### config.mk
export PLATFORM = sky130hd
export DESIGN_NAME = lcd_top
export DESIGN_NICKNAME = d
export VERILOG_FILES = /design/src/common/lcd_pkg.sv /design/src/lcd_driver/lcd_driver.sv /design/src/source/text_formatter.sv /design/src/source/lcd_top.sv
export SDC_FILE = /design/constraint.sdc
export NUM_CORES = 1
export LEC_CHECK = 0
export BUFFER_PORTS_ARGS = -buffer_cell sky130_fd_sc_hd__buf_2
export CORE_AREA = 10 10 113 115
export DETAILED_ROUTE_END_ITERATION = 8
export DIE_AREA = 0 0 123 125
export PLACE_DENSITY_LB_ADDON = 0.05
export SKIP_LAST_GASP = 1
export SYNTH_ARGS = -nofsm -noshare
export SYNTH_HDL_FRONTEND = slang
export SYNTH_SLANG_ARGS = --single-unit
### constraint.sdc
create_clock -name clk -period 2.2 [get_ports clk]
set_input_delay 0.11 -clock clk [delete_from_list [all_inputs] [get_ports clk]]
set_output_delay 0.11 -clock clk [all_outputs]
set_load 0.01 [all_outputs]
### src/common/lcd_pkg.sv
`default_nettype none

package lcd_pkg;

	// one bus write, rs in the top bit
	typedef struct packed {
		logic       rs;
		logic       rw;
		logic [7:0] data;
	} lcd_cmd_t;

	// display setup, msb first
	typedef struct packed {
		logic two_lines;
		logic font_5x10;
		logic display_on;
		logic cursor_on;
		logic blink_on;
		logic increment;
		logic shift;
	} lcd_config_t;

	typedef enum logic [1:0] {
		ST_POWER_UP,
		ST_INIT,
		ST_IDLE,
		ST_PULSE
	} drv_state_t;

	typedef enum logic [1:0] {
		FS_IDLE,
		FS_SEND_ADDR,
		FS_SEND_CHAR,
		FS_WAIT
	} fmt_state_t;

	// host control codes
	localparam logic [7:0] CHAR_NEWLINE = 8'h0A;
	localparam logic [7:0] CHAR_CLEAR   = 8'h0C;

	// hd44780 instructions
	localparam logic [7:0] CMD_CLEAR    = 8'h01;
	localparam logic [7:0] CMD_HOME     = 8'h02;
	localparam logic [7:0] CMD_SET_ADDR = 8'h80;
	localparam logic [7:0] LINE2_BASE   = 8'h40; // ddram start of line 2

endpackage

`default_nettype wire

### src/lcd_driver/lcd_driver.sv
`timescale 1ns/1ps
`default_nettype none

module lcd_driver #(
	parameter int clk_per_us = 2
) (
	input  wire                   clk,
	input  wire                   rst,
	input  wire lcd_pkg::lcd_config_t cfg,
	input  wire lcd_pkg::lcd_cmd_t    cmd,
	input  wire                   cmd_valid,
	output logic                  drv_busy,
	output logic                  e,
	output logic                  rs,
	output logic                  rw,
	output logic [7:0]            lcd_data
);

	localparam int PWR_CYC = 500 * clk_per_us;
	localparam int CW      = $clog2(PWR_CYC + 1);

	// init schedule as cycle offsets from the start of ST_INIT
	localparam int T10  = 10 * clk_per_us;
	localparam int T60  = 60 * clk_per_us;
	localparam int T70  = 70 * clk_per_us;
	localparam int T120 = 120 * clk_per_us;
	localparam int T130 = 130 * clk_per_us;
	localparam int T330 = 330 * clk_per_us;
	localparam int T340 = 340 * clk_per_us;
	localparam int T440 = 440 * clk_per_us;

	// command pulse offsets from the strobe
	localparam int E_RISE     = clk_per_us;
	localparam int E_FALL     = 14 * clk_per_us;
	localparam int HOLD_SHORT = 50 * clk_per_us;
	localparam int HOLD_LONG  = 200 * clk_per_us;

	lcd_pkg::drv_state_t state;
	logic [CW-1:0] cnt;
	logic [CW-1:0] cnt_next;
	logic [CW-1:0] hold_end;
	logic          hold_long; // clear or home in flight

	function automatic logic init_e_at(input logic [CW-1:0] n);
		init_e_at = (n < T10) || (n >= T60 && n < T70) ||
			(n >= T120 && n < T130) || (n >= T330 && n < T340);
	endfunction

	function automatic logic [7:0] init_byte_at(input logic [CW-1:0] n,
			input lcd_pkg::lcd_config_t c);
		logic [7:0] b;
		if (n < T60)
			b = {4'b0011, c.two_lines, c.font_5x10, 2'b00}; // function set
		else if (n < T120)
			b = {5'b00001, c.display_on, c.cursor_on, c.blink_on};
		else if (n < T330)
			b = lcd_pkg::CMD_CLEAR;
		else
			b = {6'b000001, c.increment, c.shift}; // entry mode
		init_byte_at = init_e_at(n) ? b : 8'h00; // bus idles at 0 in gaps
	endfunction

	assign cnt_next = cnt + 1'b1;
	assign hold_end = hold_long ? CW'(HOLD_LONG) : CW'(HOLD_SHORT);

	always_ff @(posedge clk) begin
		if (rst) begin
			state    <= lcd_pkg::ST_POWER_UP;
			cnt      <= '0;
			drv_busy <= 1'b1;
			e        <= 1'b0;
			rs       <= 1'b0;
			rw       <= 1'b0;
			lcd_data <= 8'h00;
		end else begin
			case (state)
				lcd_pkg::ST_POWER_UP: begin
					if (cnt_next == CW'(PWR_CYC)) begin
						state    <= lcd_pkg::ST_INIT;
						cnt      <= '0;
						e        <= init_e_at('0);
						lcd_data <= init_byte_at('0, cfg);
					end else begin
						cnt <= cnt_next;
					end
				end
				lcd_pkg::ST_INIT: begin
					if (cnt_next == CW'(T440)) begin
						state    <= lcd_pkg::ST_IDLE;
						cnt      <= '0;
						drv_busy <= 1'b0;
						lcd_data <= 8'h00;
					end else begin
						cnt      <= cnt_next;
						e        <= init_e_at(cnt_next);
						lcd_data <= init_byte_at(cnt_next, cfg);
					end
				end
				lcd_pkg::ST_IDLE: begin
					if (cmd_valid) begin
						state     <= lcd_pkg::ST_PULSE;
						cnt       <= '0;
						drv_busy  <= 1'b1;
						rs        <= cmd.rs;
						rw        <= cmd.rw;
						lcd_data  <= cmd.data;
						hold_long <= !cmd.rs && (cmd.data == lcd_pkg::CMD_CLEAR ||
							cmd.data == lcd_pkg::CMD_HOME);
					end
				end
				lcd_pkg::ST_PULSE: begin
					if (cnt_next == hold_end) begin
						state    <= lcd_pkg::ST_IDLE;
						cnt      <= '0;
						drv_busy <= 1'b0;
					end else begin
						cnt <= cnt_next;
						e   <= (cnt_next >= E_RISE) && (cnt_next < E_FALL); // 13 us high
					end
				end
				default: state <= lcd_pkg::ST_POWER_UP;
			endcase
		end
	end

	a_no_e_idle: assert property (@(posedge clk) disable iff (rst)
		(state == lcd_pkg::ST_IDLE) |-> !e)
		else $error("enable high while driver idle");

	// formatter must wait for drv_busy to drop
	a_no_cmd_busy: assert property (@(posedge clk) disable iff (rst)
		cmd_valid |-> !drv_busy)
		else $error("command strobe while driver busy");

endmodule

`default_nettype wire

### src/source/text_formatter.sv
`timescale 1ns/1ps
`default_nettype none

module text_formatter #(
	parameter int line_length = 16
) (
	input  wire                clk,
	input  wire                rst,
	input  wire [7:0]          char_in,
	input  wire                char_valid,
	output logic               busy,
	input  wire                drv_busy,
	output lcd_pkg::lcd_cmd_t  cmd,
	output logic               cmd_valid
);

	localparam int CW = $clog2(line_length + 1);

	lcd_pkg::fmt_state_t state;
	logic [CW-1:0] col;  // chars written on the current line
	logic          line; // 0 first line, 1 second
	logic [7:0]    pend; // held host character
	logic          sending;

	assign sending   = (state == lcd_pkg::FS_SEND_ADDR) || (state == lcd_pkg::FS_SEND_CHAR);
	assign cmd_valid = sending && !drv_busy; // first free driver cycle
	assign busy      = (state != lcd_pkg::FS_IDLE) || drv_busy; // covers driver init too

	always_comb begin
		cmd.rw = 1'b0; // write only
		if (state == lcd_pkg::FS_SEND_ADDR) begin
			cmd.rs   = 1'b0;
			cmd.data = lcd_pkg::CMD_SET_ADDR | (line ? lcd_pkg::LINE2_BASE : 8'h00);
		end else if (pend == lcd_pkg::CHAR_CLEAR) begin
			cmd.rs   = 1'b0;
			cmd.data = lcd_pkg::CMD_CLEAR;
		end else begin
			cmd.rs   = 1'b1;
			cmd.data = pend;
		end
	end

	always_ff @(posedge clk) begin
		if (rst) begin
			state <= lcd_pkg::FS_IDLE;
			col   <= '0;
			line  <= 1'b0;
		end else begin
			case (state)
				lcd_pkg::FS_IDLE: begin
					if (char_valid) begin
						pend <= char_in;
						if (char_in == lcd_pkg::CHAR_CLEAR) begin
							state <= lcd_pkg::FS_SEND_CHAR; // sends CMD_CLEAR
							col   <= '0;
							line  <= 1'b0;
						end else if (char_in == lcd_pkg::CHAR_NEWLINE) begin
							state <= lcd_pkg::FS_SEND_ADDR;
							col   <= '0;
							line  <= !line;
						end else if (col == CW'(line_length)) begin
							state <= lcd_pkg::FS_SEND_ADDR; // line full, move first
							col   <= CW'(1);
							line  <= !line;
						end else begin
							state <= lcd_pkg::FS_SEND_CHAR;
							col   <= col + 1'b1;
						end
					end
				end
				lcd_pkg::FS_SEND_ADDR: begin
					if (!drv_busy) begin
						if (pend == lcd_pkg::CHAR_NEWLINE)
							state <= lcd_pkg::FS_WAIT;
						else
							state <= lcd_pkg::FS_SEND_CHAR;
					end
				end
				lcd_pkg::FS_SEND_CHAR: begin
					if (!drv_busy)
						state <= lcd_pkg::FS_WAIT;
				end
				lcd_pkg::FS_WAIT: begin
					// driver picks up the strobe one cycle late, so drv_busy is already high here
					if (!drv_busy)
						state <= lcd_pkg::FS_IDLE;
				end
				default: state <= lcd_pkg::FS_IDLE;
			endcase
		end
	end

	a_no_char_busy: assert property (@(posedge clk) disable iff (rst)
		char_valid |-> !busy)
		else $error("host character strobe while busy");

endmodule

`default_nettype wire

### src/source/lcd_top.sv
`timescale 1ns/1ps
`default_nettype none

module lcd_top #(
	parameter int clk_per_us  = 2,
	parameter int line_length = 16
) (
	input  wire                       clk,
	input  wire                       rst,
	input  wire lcd_pkg::lcd_config_t cfg,
	input  wire [7:0]                 char_in,
	input  wire                       char_valid,
	output wire                       busy,
	output wire                       e,
	output wire                       rs,
	output wire                       rw,
	output wire [7:0]                 lcd_data
);

	lcd_pkg::lcd_cmd_t cmd;
	logic              cmd_valid;
	logic              drv_busy;

	// busy already folds in drv_busy
	text_formatter #(
		.line_length(line_length)
	) fmt0 (
		.clk       (clk),
		.rst       (rst),
		.char_in   (char_in),
		.char_valid(char_valid),
		.busy      (busy),
		.drv_busy  (drv_busy),
		.cmd       (cmd),
		.cmd_valid (cmd_valid)
	);

	lcd_driver #(
		.clk_per_us(clk_per_us)
	) drv0 (
		.clk      (clk),
		.rst      (rst),
		.cfg      (cfg),
		.cmd      (cmd),
		.cmd_valid(cmd_valid),
		.drv_busy (drv_busy),
		.e        (e),
		.rs       (rs),
		.rw       (rw),
		.lcd_data (lcd_data)
	);

endmodule

`default_nettype wire

==> summary.md, run 1 <==
| Metric | Value |
|---|---|
| Post-DP HPWL | 8.52 mm |
| Post-route DRC | 0 |
| Die area | 0.0154 mm2 |
| ANT nets after route | 0 |
| Yosys reg bits | 40 |
| Vias | 3,426 |
| Number of synthesized flops with an enable pin | 9 |
| Fmax | 0.425 GHz |
| Delay-heaviest family, CP | compound AO/OA/AOI/OAI gates |
| CTS clk-pin slew, worst paths | 0.09 ns |
| Startpoint Class | flip-flop |
| Slew at the pin closest to its max-slew limit | roughly 0.61 ns |
| Skew-Pair Late Insertion Delay | roughly 0.30 ns |
| Clock tree buffer depth | 2 |
| Row cnt | 38 |
| GRT Total Usage | 0.143 |
| H-tree depth | 2 |
| Mean routed wirelength per cell | 16.7 um |
| CTS root buffer | clkbuf_8 |
| GPL Wtd Cong | 0.807 |
| Cell Area, Placed | 0.00406 mm2 |
| CP Capture Type | flip-flop |
| Share of post-route cells with drive strength above 1 | 0.417 |
| CTS tree | built |
| IO buf count | 28 |
| TritonCTS Buffers | 5 |
| Layout Utilization | 0.458 |
| Pin count of the biggest net entering global routing | 33 |
| Reg area | 905 um2 |
| Non-filler cells, final | between 600 and 700 |
| Top_reg_cell synth | dfxtp_1 |
| Multi-input logic area | approximately 0.0025 mm2 |
| First-pass GRT wire length | 18.0 mm |
| Post-route setup slack | -0.153 ns |
| Hold Slack | 0.0579 ns |
| Worst Hold Class | input port to flip-flop |
| Switching fraction of total power | 0.305 |
| Critical path's slowest cell | dfxtp_2 |
| Crit path buffers/inverters | 2 |
| Dpl cells | 629 |
| Chip Width | ~120 um |
| Core Area | 0.0106 mm2 |
| TritonRoute pass-1 iters | 4 |
| Crit-path cells | ha_4 > buf_6 > buf_6 > nor2b_4 > a32oi_1 > o22ai_1 > a21oi_2 > and4b_1 > or3_1 > a31o_1 |
| PwrDens | 414 mW/mm2 |
| Slew Limit Fails | 0 |
| Max_slew headroom | 0.595 |
| Peak VDD IR | ~350 uV |
| I/O pins | 30 |
| Unrepaired setup endpoints after global routing | yes |
| Clock network power share | 0.312 |
| Seq pwr share | 0.419 |
| Vias in the first global route | 3,436 |
| # fillers | 1,065 |
| Net Count, Synth | ~430 |
| Clock Sinks | 40 |
| Int Pwr | 1.40 mW |
| Net switching power | 614 uW |
| Synth Warn # | 0 |
| Sequential share of the synthesized area | 0.276 |
| Final Hold Viols | 0 |
| Final period utilization | 1.07 |
| Combinational power share | 0.269 |
| Grt ovf | 0 |
| Worst Path Arrival | 2.55 ns |
| WP data required | roughly 2.4 ns |
| Die Height | between 100 and 150 um |
| Clk_skew | around 0.010 ns |
| Violated checks | negative setup slack |
| Initial Utilization | 0.304 |
| Crit-path max FO | 5 |
| Final Instance Area | 0.00485 mm2 |
| CP Class | flip-flop to flip-flop |
| Commonest non-fill, non-tap cell in the layout | buf_4 |
| Outcome | finished, violations left |
| # setup viols final | 17 |
| Nets@finish | 549 |
| Total Power | 2.01 mW |
| Asr flop ratio synth | 0 |
| Avg Synthesized Cell Area | 8.02 um2 |
| Antenna violations before repair | 0 |
| ANT cells | 0 |
| DR vias/cell | 5.19 |
| Initial DRC count | between 200 and 250 |
| Cell count after synthesis | around 400 |
| Cell variety after synth | 82 |
| Commonest non-fill, non-tap cells in the layout | 80 x buf_4, 37 x nor2_1, 31 x nand2_1 |
| Area growth, synth to finish | 50.5% |
| Routed WL | 11.0 mm |
| Crit path largest cell delay | 0.37 ns |
| Max_cap viols | 0 |
| Post-Syn Area | 0.00322 mm2 |
| Final critical-path required period | 2.35 ns |
| Crit path top cell by count | buf_6 |
| Leakage power | 1.85 nW |
==> power by group through the flow <==
stage | Combinational, mW | Sequential (mW) | Clock [mW]
global placement | 0.481 | 0.859 | 0
finish | 0.542 | 0.842 | 0.627
global route | 0.612 | 0.852 | 0.686
floorplan | 0.325 | 0.848 | 0
detailed placement | 0.474 | 0.858 | 0
CTS | 0.534 | 0.843 | 0.649
==> synth_stat cells (7+ instances only) <==
library cell / count / area [um2]
nor2_1: 41 / 154
nand2_1: 32 / 120
dfxtp_1: 31 / 621
a21oi_1: 27 / 135
inv_1: 23 / 86.3
o21ai_0: 17 / 85.1
nand3_1: 13 / 65.1
ha_1: 12 / 150
buf_4: 11 / 82.6
clkbuf_1: 10 / 37.5
edfxtp_1: 9 / 270
nand4_1: 9 / 56.3
nor2b_1: 9 / 56.3
o22ai_1: 8 / 50.1
nor3_1: 7 / 35.0
xnor2_1: 7 / 61.3
==> final cells by class <==
cell class                 count  share of cell area
multi-input combinational    310               0.510
inverter                      23              0.0178
clock buffer                   5              0.0142
sequential                    40               0.186
timing repair buffer         139               0.226
clock inverter                 3             0.00954
tap                          140              0.0361
==> cell families (layout without fill, tap and decap cells) <==
family                   count (synthesis)  count (layout)  share of synthesized area
AND/OR/NAND/NOR                        161             161                      0.270
AO/OA/AOI/OAI                          121             121                      0.280
buffers and inverters                   52             170                     0.0823
flip-flops                              40              40                      0.276
adder cells (fa/ha/maj)                 12              12                     0.0466
XOR/XNOR                                10              10                     0.0272
multiplexers                             5               5                     0.0163
other                                    1               1                    0.00116
==> per-stage QoR <==
stage	TNS, ns	worst slack, ns
finish	-1.01	-0.153
global route	-2.67	-0.196
CTS	-0.561	-0.102
detailed placement	-5.03	-0.336
global placement	-4.78	-0.351
floorplan	0	0.00185
==> path summary, 6_finish.rpt <==
path | startpoint | endpoint | slack (ns) | cells past startpoint
setup / recovery | drv0.cnt[0]$_SDFFE_PP0N_ | drv0.lcd_data[1]$_SDFFE_PP0P_ | -0.15 | 10
hold / removal | char_in[2] | fmt0.pend[2]$_DFFE_PP_ | 0.06 | 1
setup reg to reg | drv0.cnt[0]$_SDFFE_PP0N_ | drv0.lcd_data[1]$_SDFFE_PP0P_ | -0.15 | 10
hold reg to reg | drv0.lcd_data[6]$_SDFFE_PP0P_ | drv0.lcd_data[6]$_SDFFE_PP0P_ | 0.45 | 2
==> flip-flops by register name, indices dropped and copies added, names as in the netlist <==
name / cells
drv0.cnt: 10
drv0.drv_busy: 1
drv0.e: 1
drv0.hold_long: 1
drv0.lcd_data: 8
drv0.rs: 1
drv0.state: 2
fmt0.col: 5
fmt0.line: 1
fmt0.pend: 8
fmt0.state: 2
==> layer usage <==
layer	up-vias	GRT usage	routed length [um]
met2	51	0.238	5410
met5	-	0	0
met4	0	0.0487	269
met3	14	0.0198	225
met1	1641	0.184	5140
li1	1720	-	-
==> timing repair <==
action / CTS / global route
resized for setup: 80 / 27
hold buffers: 6 / 0
cloned: 0 / 1
setup endpoints to repair: 22 / 21
buffers inserted: 13 / 6
endpoints found under the hold margin: 6 / 0
pin swaps: 32 / 14
Power figures use the tool's default switching activity.
==> run 2, diff against run 1 <==
--- a/config.mk
+++ b/config.mk
@@ -6,9 +6,10 @@
 export NUM_CORES = 1
 export LEC_CHECK = 0
 export BUFFER_PORTS_ARGS = -buffer_cell sky130_fd_sc_hd__buf_2
-export CORE_AREA = 10 10 113 115
+export CORE_AREA = 10 10 89 91
+export CTS_BUF_LIST = sky130_fd_sc_hd__clkbuf_8 sky130_fd_sc_hd__clkbuf_16
 export DETAILED_ROUTE_END_ITERATION = 8
-export DIE_AREA = 0 0 123 125
+export DIE_AREA = 0 0 99 101
 export PLACE_DENSITY_LB_ADDON = 0.05
 export SKIP_LAST_GASP = 1
 export SYNTH_ARGS = -nofsm -noshare
==> constraint.sdc (replaced) <==
create_clock -name clk -period 2.2 [get_ports clk]
set_input_delay 0.22 -clock clk [delete_from_list [all_inputs] [get_ports clk]]
set_output_delay 0.22 -clock clk [all_outputs]
set_load 0.01 [all_outputs]
==> run 2 against run 1 <==
- the run still ends with negative setup slack left
- final area is 4.8% lower
- clock-buffer cell count stayed put
- flip-flop and latch count stayed put
==> summary.md, run 2 (synthesis gave the netlist of run 1 again) <==
| Metric | Value |
|---|---|
| Global routing usage on met1 | 0.228 (was 0.184) |
| Die Height | 101 um (was 125 um) |
| PwrDens | 409 mW/mm2 (was 414 mW/mm2) |
| CTS clk-pin slew, worst paths | 0.09 ns (about the same) |
| Post-route setup slack | -0.221 ns (was -0.153 ns) |
| Routed WL | 10.7 mm (was 11.0 mm) |
| CP Capture Type | flip-flop (unchanged) |
| Leakage power | 1.84 nW (was 1.85 nW) |
| Multi-input logic area | 0.00250 mm2 (was 0.00247 mm2) |
| ANT cells | 0 (unchanged) |
| Die area | 0.0100 mm2 (was 0.0154 mm2) |
| Share of post-route cells with drive strength above 1 | 0.424 (was 0.417) |
| Crit path top cell by count | buf_4 (was buf_6) |
| Slew at the pin closest to its max-slew limit | 0.639 ns (was 0.608 ns) |
| Worst R2R End | drv0.lcd_data[1]$_SDFFE_PP0P_ (unchanged) |
| CTS root buffer | clkbuf_8 (unchanged) |
| Cell Area, Placed | 0.00389 mm2 (was 0.00406 mm2) |
| WHS Endpoint | fmt0.pend[0]$_DFFE_PP_ (was fmt0.pend[2]$_DFFE_PP_) |
| Hold Slack | 0.104 ns (was 0.0579 ns) |
| Clock Sinks | 40 (unchanged) |
| First-pass GRT wire length | 16.8 mm (was 18.0 mm) |
| Antenna violations before repair | 0 (unchanged) |
| Biggest regs | drv0.cnt (10), drv0.lcd_data (8), fmt0.pend (8) (unchanged) |
| Post-route DRC | 0 (unchanged) |
| Nets@finish | 534 (was 549) |
| Max_slew headroom | 0.572 (was 0.595) |
| Fmax | 0.413 GHz (was 0.425 GHz) |
| Commonest non-fill, non-tap cell in the layout | buf_4 (unchanged) |
| Max_cap viols | 0 (unchanged) |
| Cts-stage hold buffer count | 0 (was 6) |
| R2r startpoint | drv0.cnt[1]$_SDFFE_PP0N_ (was drv0.cnt[0]$_SDFFE_PP0N_) |
| Crit path largest cell delay | 0.48 ns (was 0.37 ns) |
| Clk_skew | 0.00617 ns (was 0.0100 ns) |
| Skew-Pair Late Insertion Delay | 0.30 ns (about the same) |
| IO buf count | 28 (unchanged) |
| # fillers | 452 (was 1,065) |
| Commonest non-fill, non-tap cells in the layout | 78 x buf_4, 35 x nor2_1, 32 x nand2_1 (was 80 x buf_4, 37 x nor2_1, 31 x nand2_1) |
| H-tree depth | 2 (unchanged) |
| Initial DRC count | 219 (was 223) |
| Core Area | 0.00620 mm2 (was 0.0106 mm2) |
| DR vias/cell | 6.15 (was 5.19) |
| Post-DP HPWL | 7.37 mm (was 8.52 mm) |
| Worst Path Arrival | 2.63 ns (was 2.55 ns) |
| Crit-path cells | buf_4 > buf_4 > buf_6 > nand3_4 > nor3_4 > nand2_1 > a222oi_1 > nor2_2 > or3_1 > a31o_1 (was ha_4 > buf_6 > buf_6 > nor2b_4 > a32oi_1 > o22ai_1 > a21oi_2 > and4b_1 > or3_1 > a31o_1) |
| CP Class | flip-flop to flip-flop (unchanged) |
| Critical path's slowest cell | a222oi_1 (was dfxtp_2) |
| Chip Width | 99 um (was 123 um) |
| # setup viols final | 19 (was 17) |
| Met2 Use GR | 0.346 (was 0.238) |
| CTS tree | built (unchanged) |
| Vias in the first global route | 3,494 (was 3,436) |
| Register name with the most flops | drv0.cnt (unchanged) |
| Clock tree buffer depth | 2 (unchanged) |
| GRT Total Usage | 0.202 (was 0.143) |
| Final Hold Viols | 0 (unchanged) |
| Violated checks | negative setup slack (unchanged) |
| Largest register FFs | 10 (unchanged) |
| Startpoint Class | flip-flop (unchanged) |
| Unrepaired setup endpoints after global routing | yes (unchanged) |
| TritonRoute pass-1 iters | 5 (was 4) |
| Slew Limit Fails | 0 (unchanged) |
| Final period utilization | 1.10 (was 1.07) |
| Peak VDD IR | 448 uV (was 345 uV) |
| Outcome | finished, violations left (unchanged) |
| Vias | 3,578 (was 3,426) |
| Worst Hold Class | input port to flip-flop (unchanged) |
| R2R Setup Slk | -0.22 ns (was -0.15 ns) |
| Met3 usage | 0.0370 (was 0.0198) |
| Reg area | 906 um2 (was 905 um2) |
| Final critical-path required period | 2.42 ns (was 2.35 ns) |
| Pin count of the biggest net entering global routing | 24 (was 33) |
| Area growth, synth to finish | 43.2% (was 50.5%) |
| GPL Wtd Cong | 1.02 (was 0.807) |
| Global routing's busiest layer | met2 (unchanged) |
| Worst reg2reg path depth | 10 (unchanged) |
| HP Start | char_in[0] (was char_in[2]) |
| Mean routed wirelength per cell | 18.4 um (was 16.7 um) |
| Final Instance Area | 0.00462 mm2 (was 0.00485 mm2) |
| WP data required | 2.40 ns (about the same) |
| Grt ovf | 0 (unchanged) |
| Row cnt | 29 (was 38) |
| I/O pins | 30 (unchanged) |
| TritonCTS Buffers | 5 (unchanged) |
| Initial Utilization | 0.520 (was 0.304) |
| Hold path depth | 1 (unchanged) |
| ANT nets after route | 0 (unchanged) |
| Crit-path max FO | 4 (was 5) |
## run 2: cell types whose count changed in the layout (fill, tap and decap cells not counted), moves of 3 or more
cell           delta
a21oi_2           +4
buf_6             -3
a21oi_1           -3
dlygate4sd3_1     -6
## run 2: worst max-delay path by stage
stage                             start  slack (ns)  depth (start not counted)                       endpoint
5_1_grt        drv0.cnt[1]$_SDFFE_PP0N_       -0.27                         10     drv0.state[1]$_SDFFE_PP0P_
3_5_place_dp   drv0.cnt[1]$_SDFFE_PP0N_       -0.31                          9  drv0.lcd_data[4]$_SDFFE_PP0P_
3_3_place_gp   drv0.cnt[0]$_SDFFE_PP0N_       -0.28                          9  drv0.lcd_data[4]$_SDFFE_PP0P_
2_1_floorplan  drv0.cnt[0]$_SDFFE_PP0N_       0.002                          9     drv0.state[1]$_SDFFE_PP0P_
6_report       drv0.cnt[1]$_SDFFE_PP0N_       -0.22                         10  drv0.lcd_data[1]$_SDFFE_PP0P_
4_1_cts        drv0.cnt[1]$_SDFFE_PP0N_       -0.10                         11     drv0.state[1]$_SDFFE_PP0P_
## run 2: worst max-delay path, delay by kind of cell (launching register included)
family | cells | cell delay, ns
compound gates | 2 | 0.70
flops | 1 | 0.38
simple gates | 5 | 0.92
buf+inv | 3 | 0.33
## run 2: cell type report
class | instances | share of cell area
multi-input combinational | 310 | 0.541
timing repair buffer | 124 | 0.204
sequential | 40 | 0.196
tap | 77 | 0.0209
inverter | 23 | 0.0187
clock buffer | 5 | 0.0149
clock inverter | 3 | 0.00433
## run 2: what timing repair did
item	in CTS	in global routing
endpoints found under the hold margin	0	0
pin swaps	25	23
gates resized for setup	72	37
endpoints found under the setup margin	21	21
setup buffers	10	7
cloned	1	0
## run 2: through the flow
stage          power (mW)  TNS, ns  instances  setup slack (ns)   util
2_1_floorplan        1.17        0        402           0.00185      -
3_3_place_gp         1.30    -3.65        558            -0.275  0.627
3_5_place_dp         1.32    -4.55        558            -0.310  0.627
4_1_cts              1.86   -0.654        576            -0.104  0.708
5_1_grt              1.98    -3.73        582            -0.270  0.744
6_report             1.89    -2.42        582            -0.221  0.744
## run 2: metal layers
metal	vias to the layer above	wire length (um)
met4	0	481
li1	1692	-
met5	-	0
met1	1691	4300
met2	156	5260
met3	39	661
## run 2: where the power goes
group          leakage [nW]  total, mW  switching, mW  internal, mW
sequential            0.338      0.844         0.0400         0.804
combinational          1.45      0.532          0.296         0.237
clock                0.0455      0.513          0.291         0.222
total                  1.84       1.89          0.627          1.26
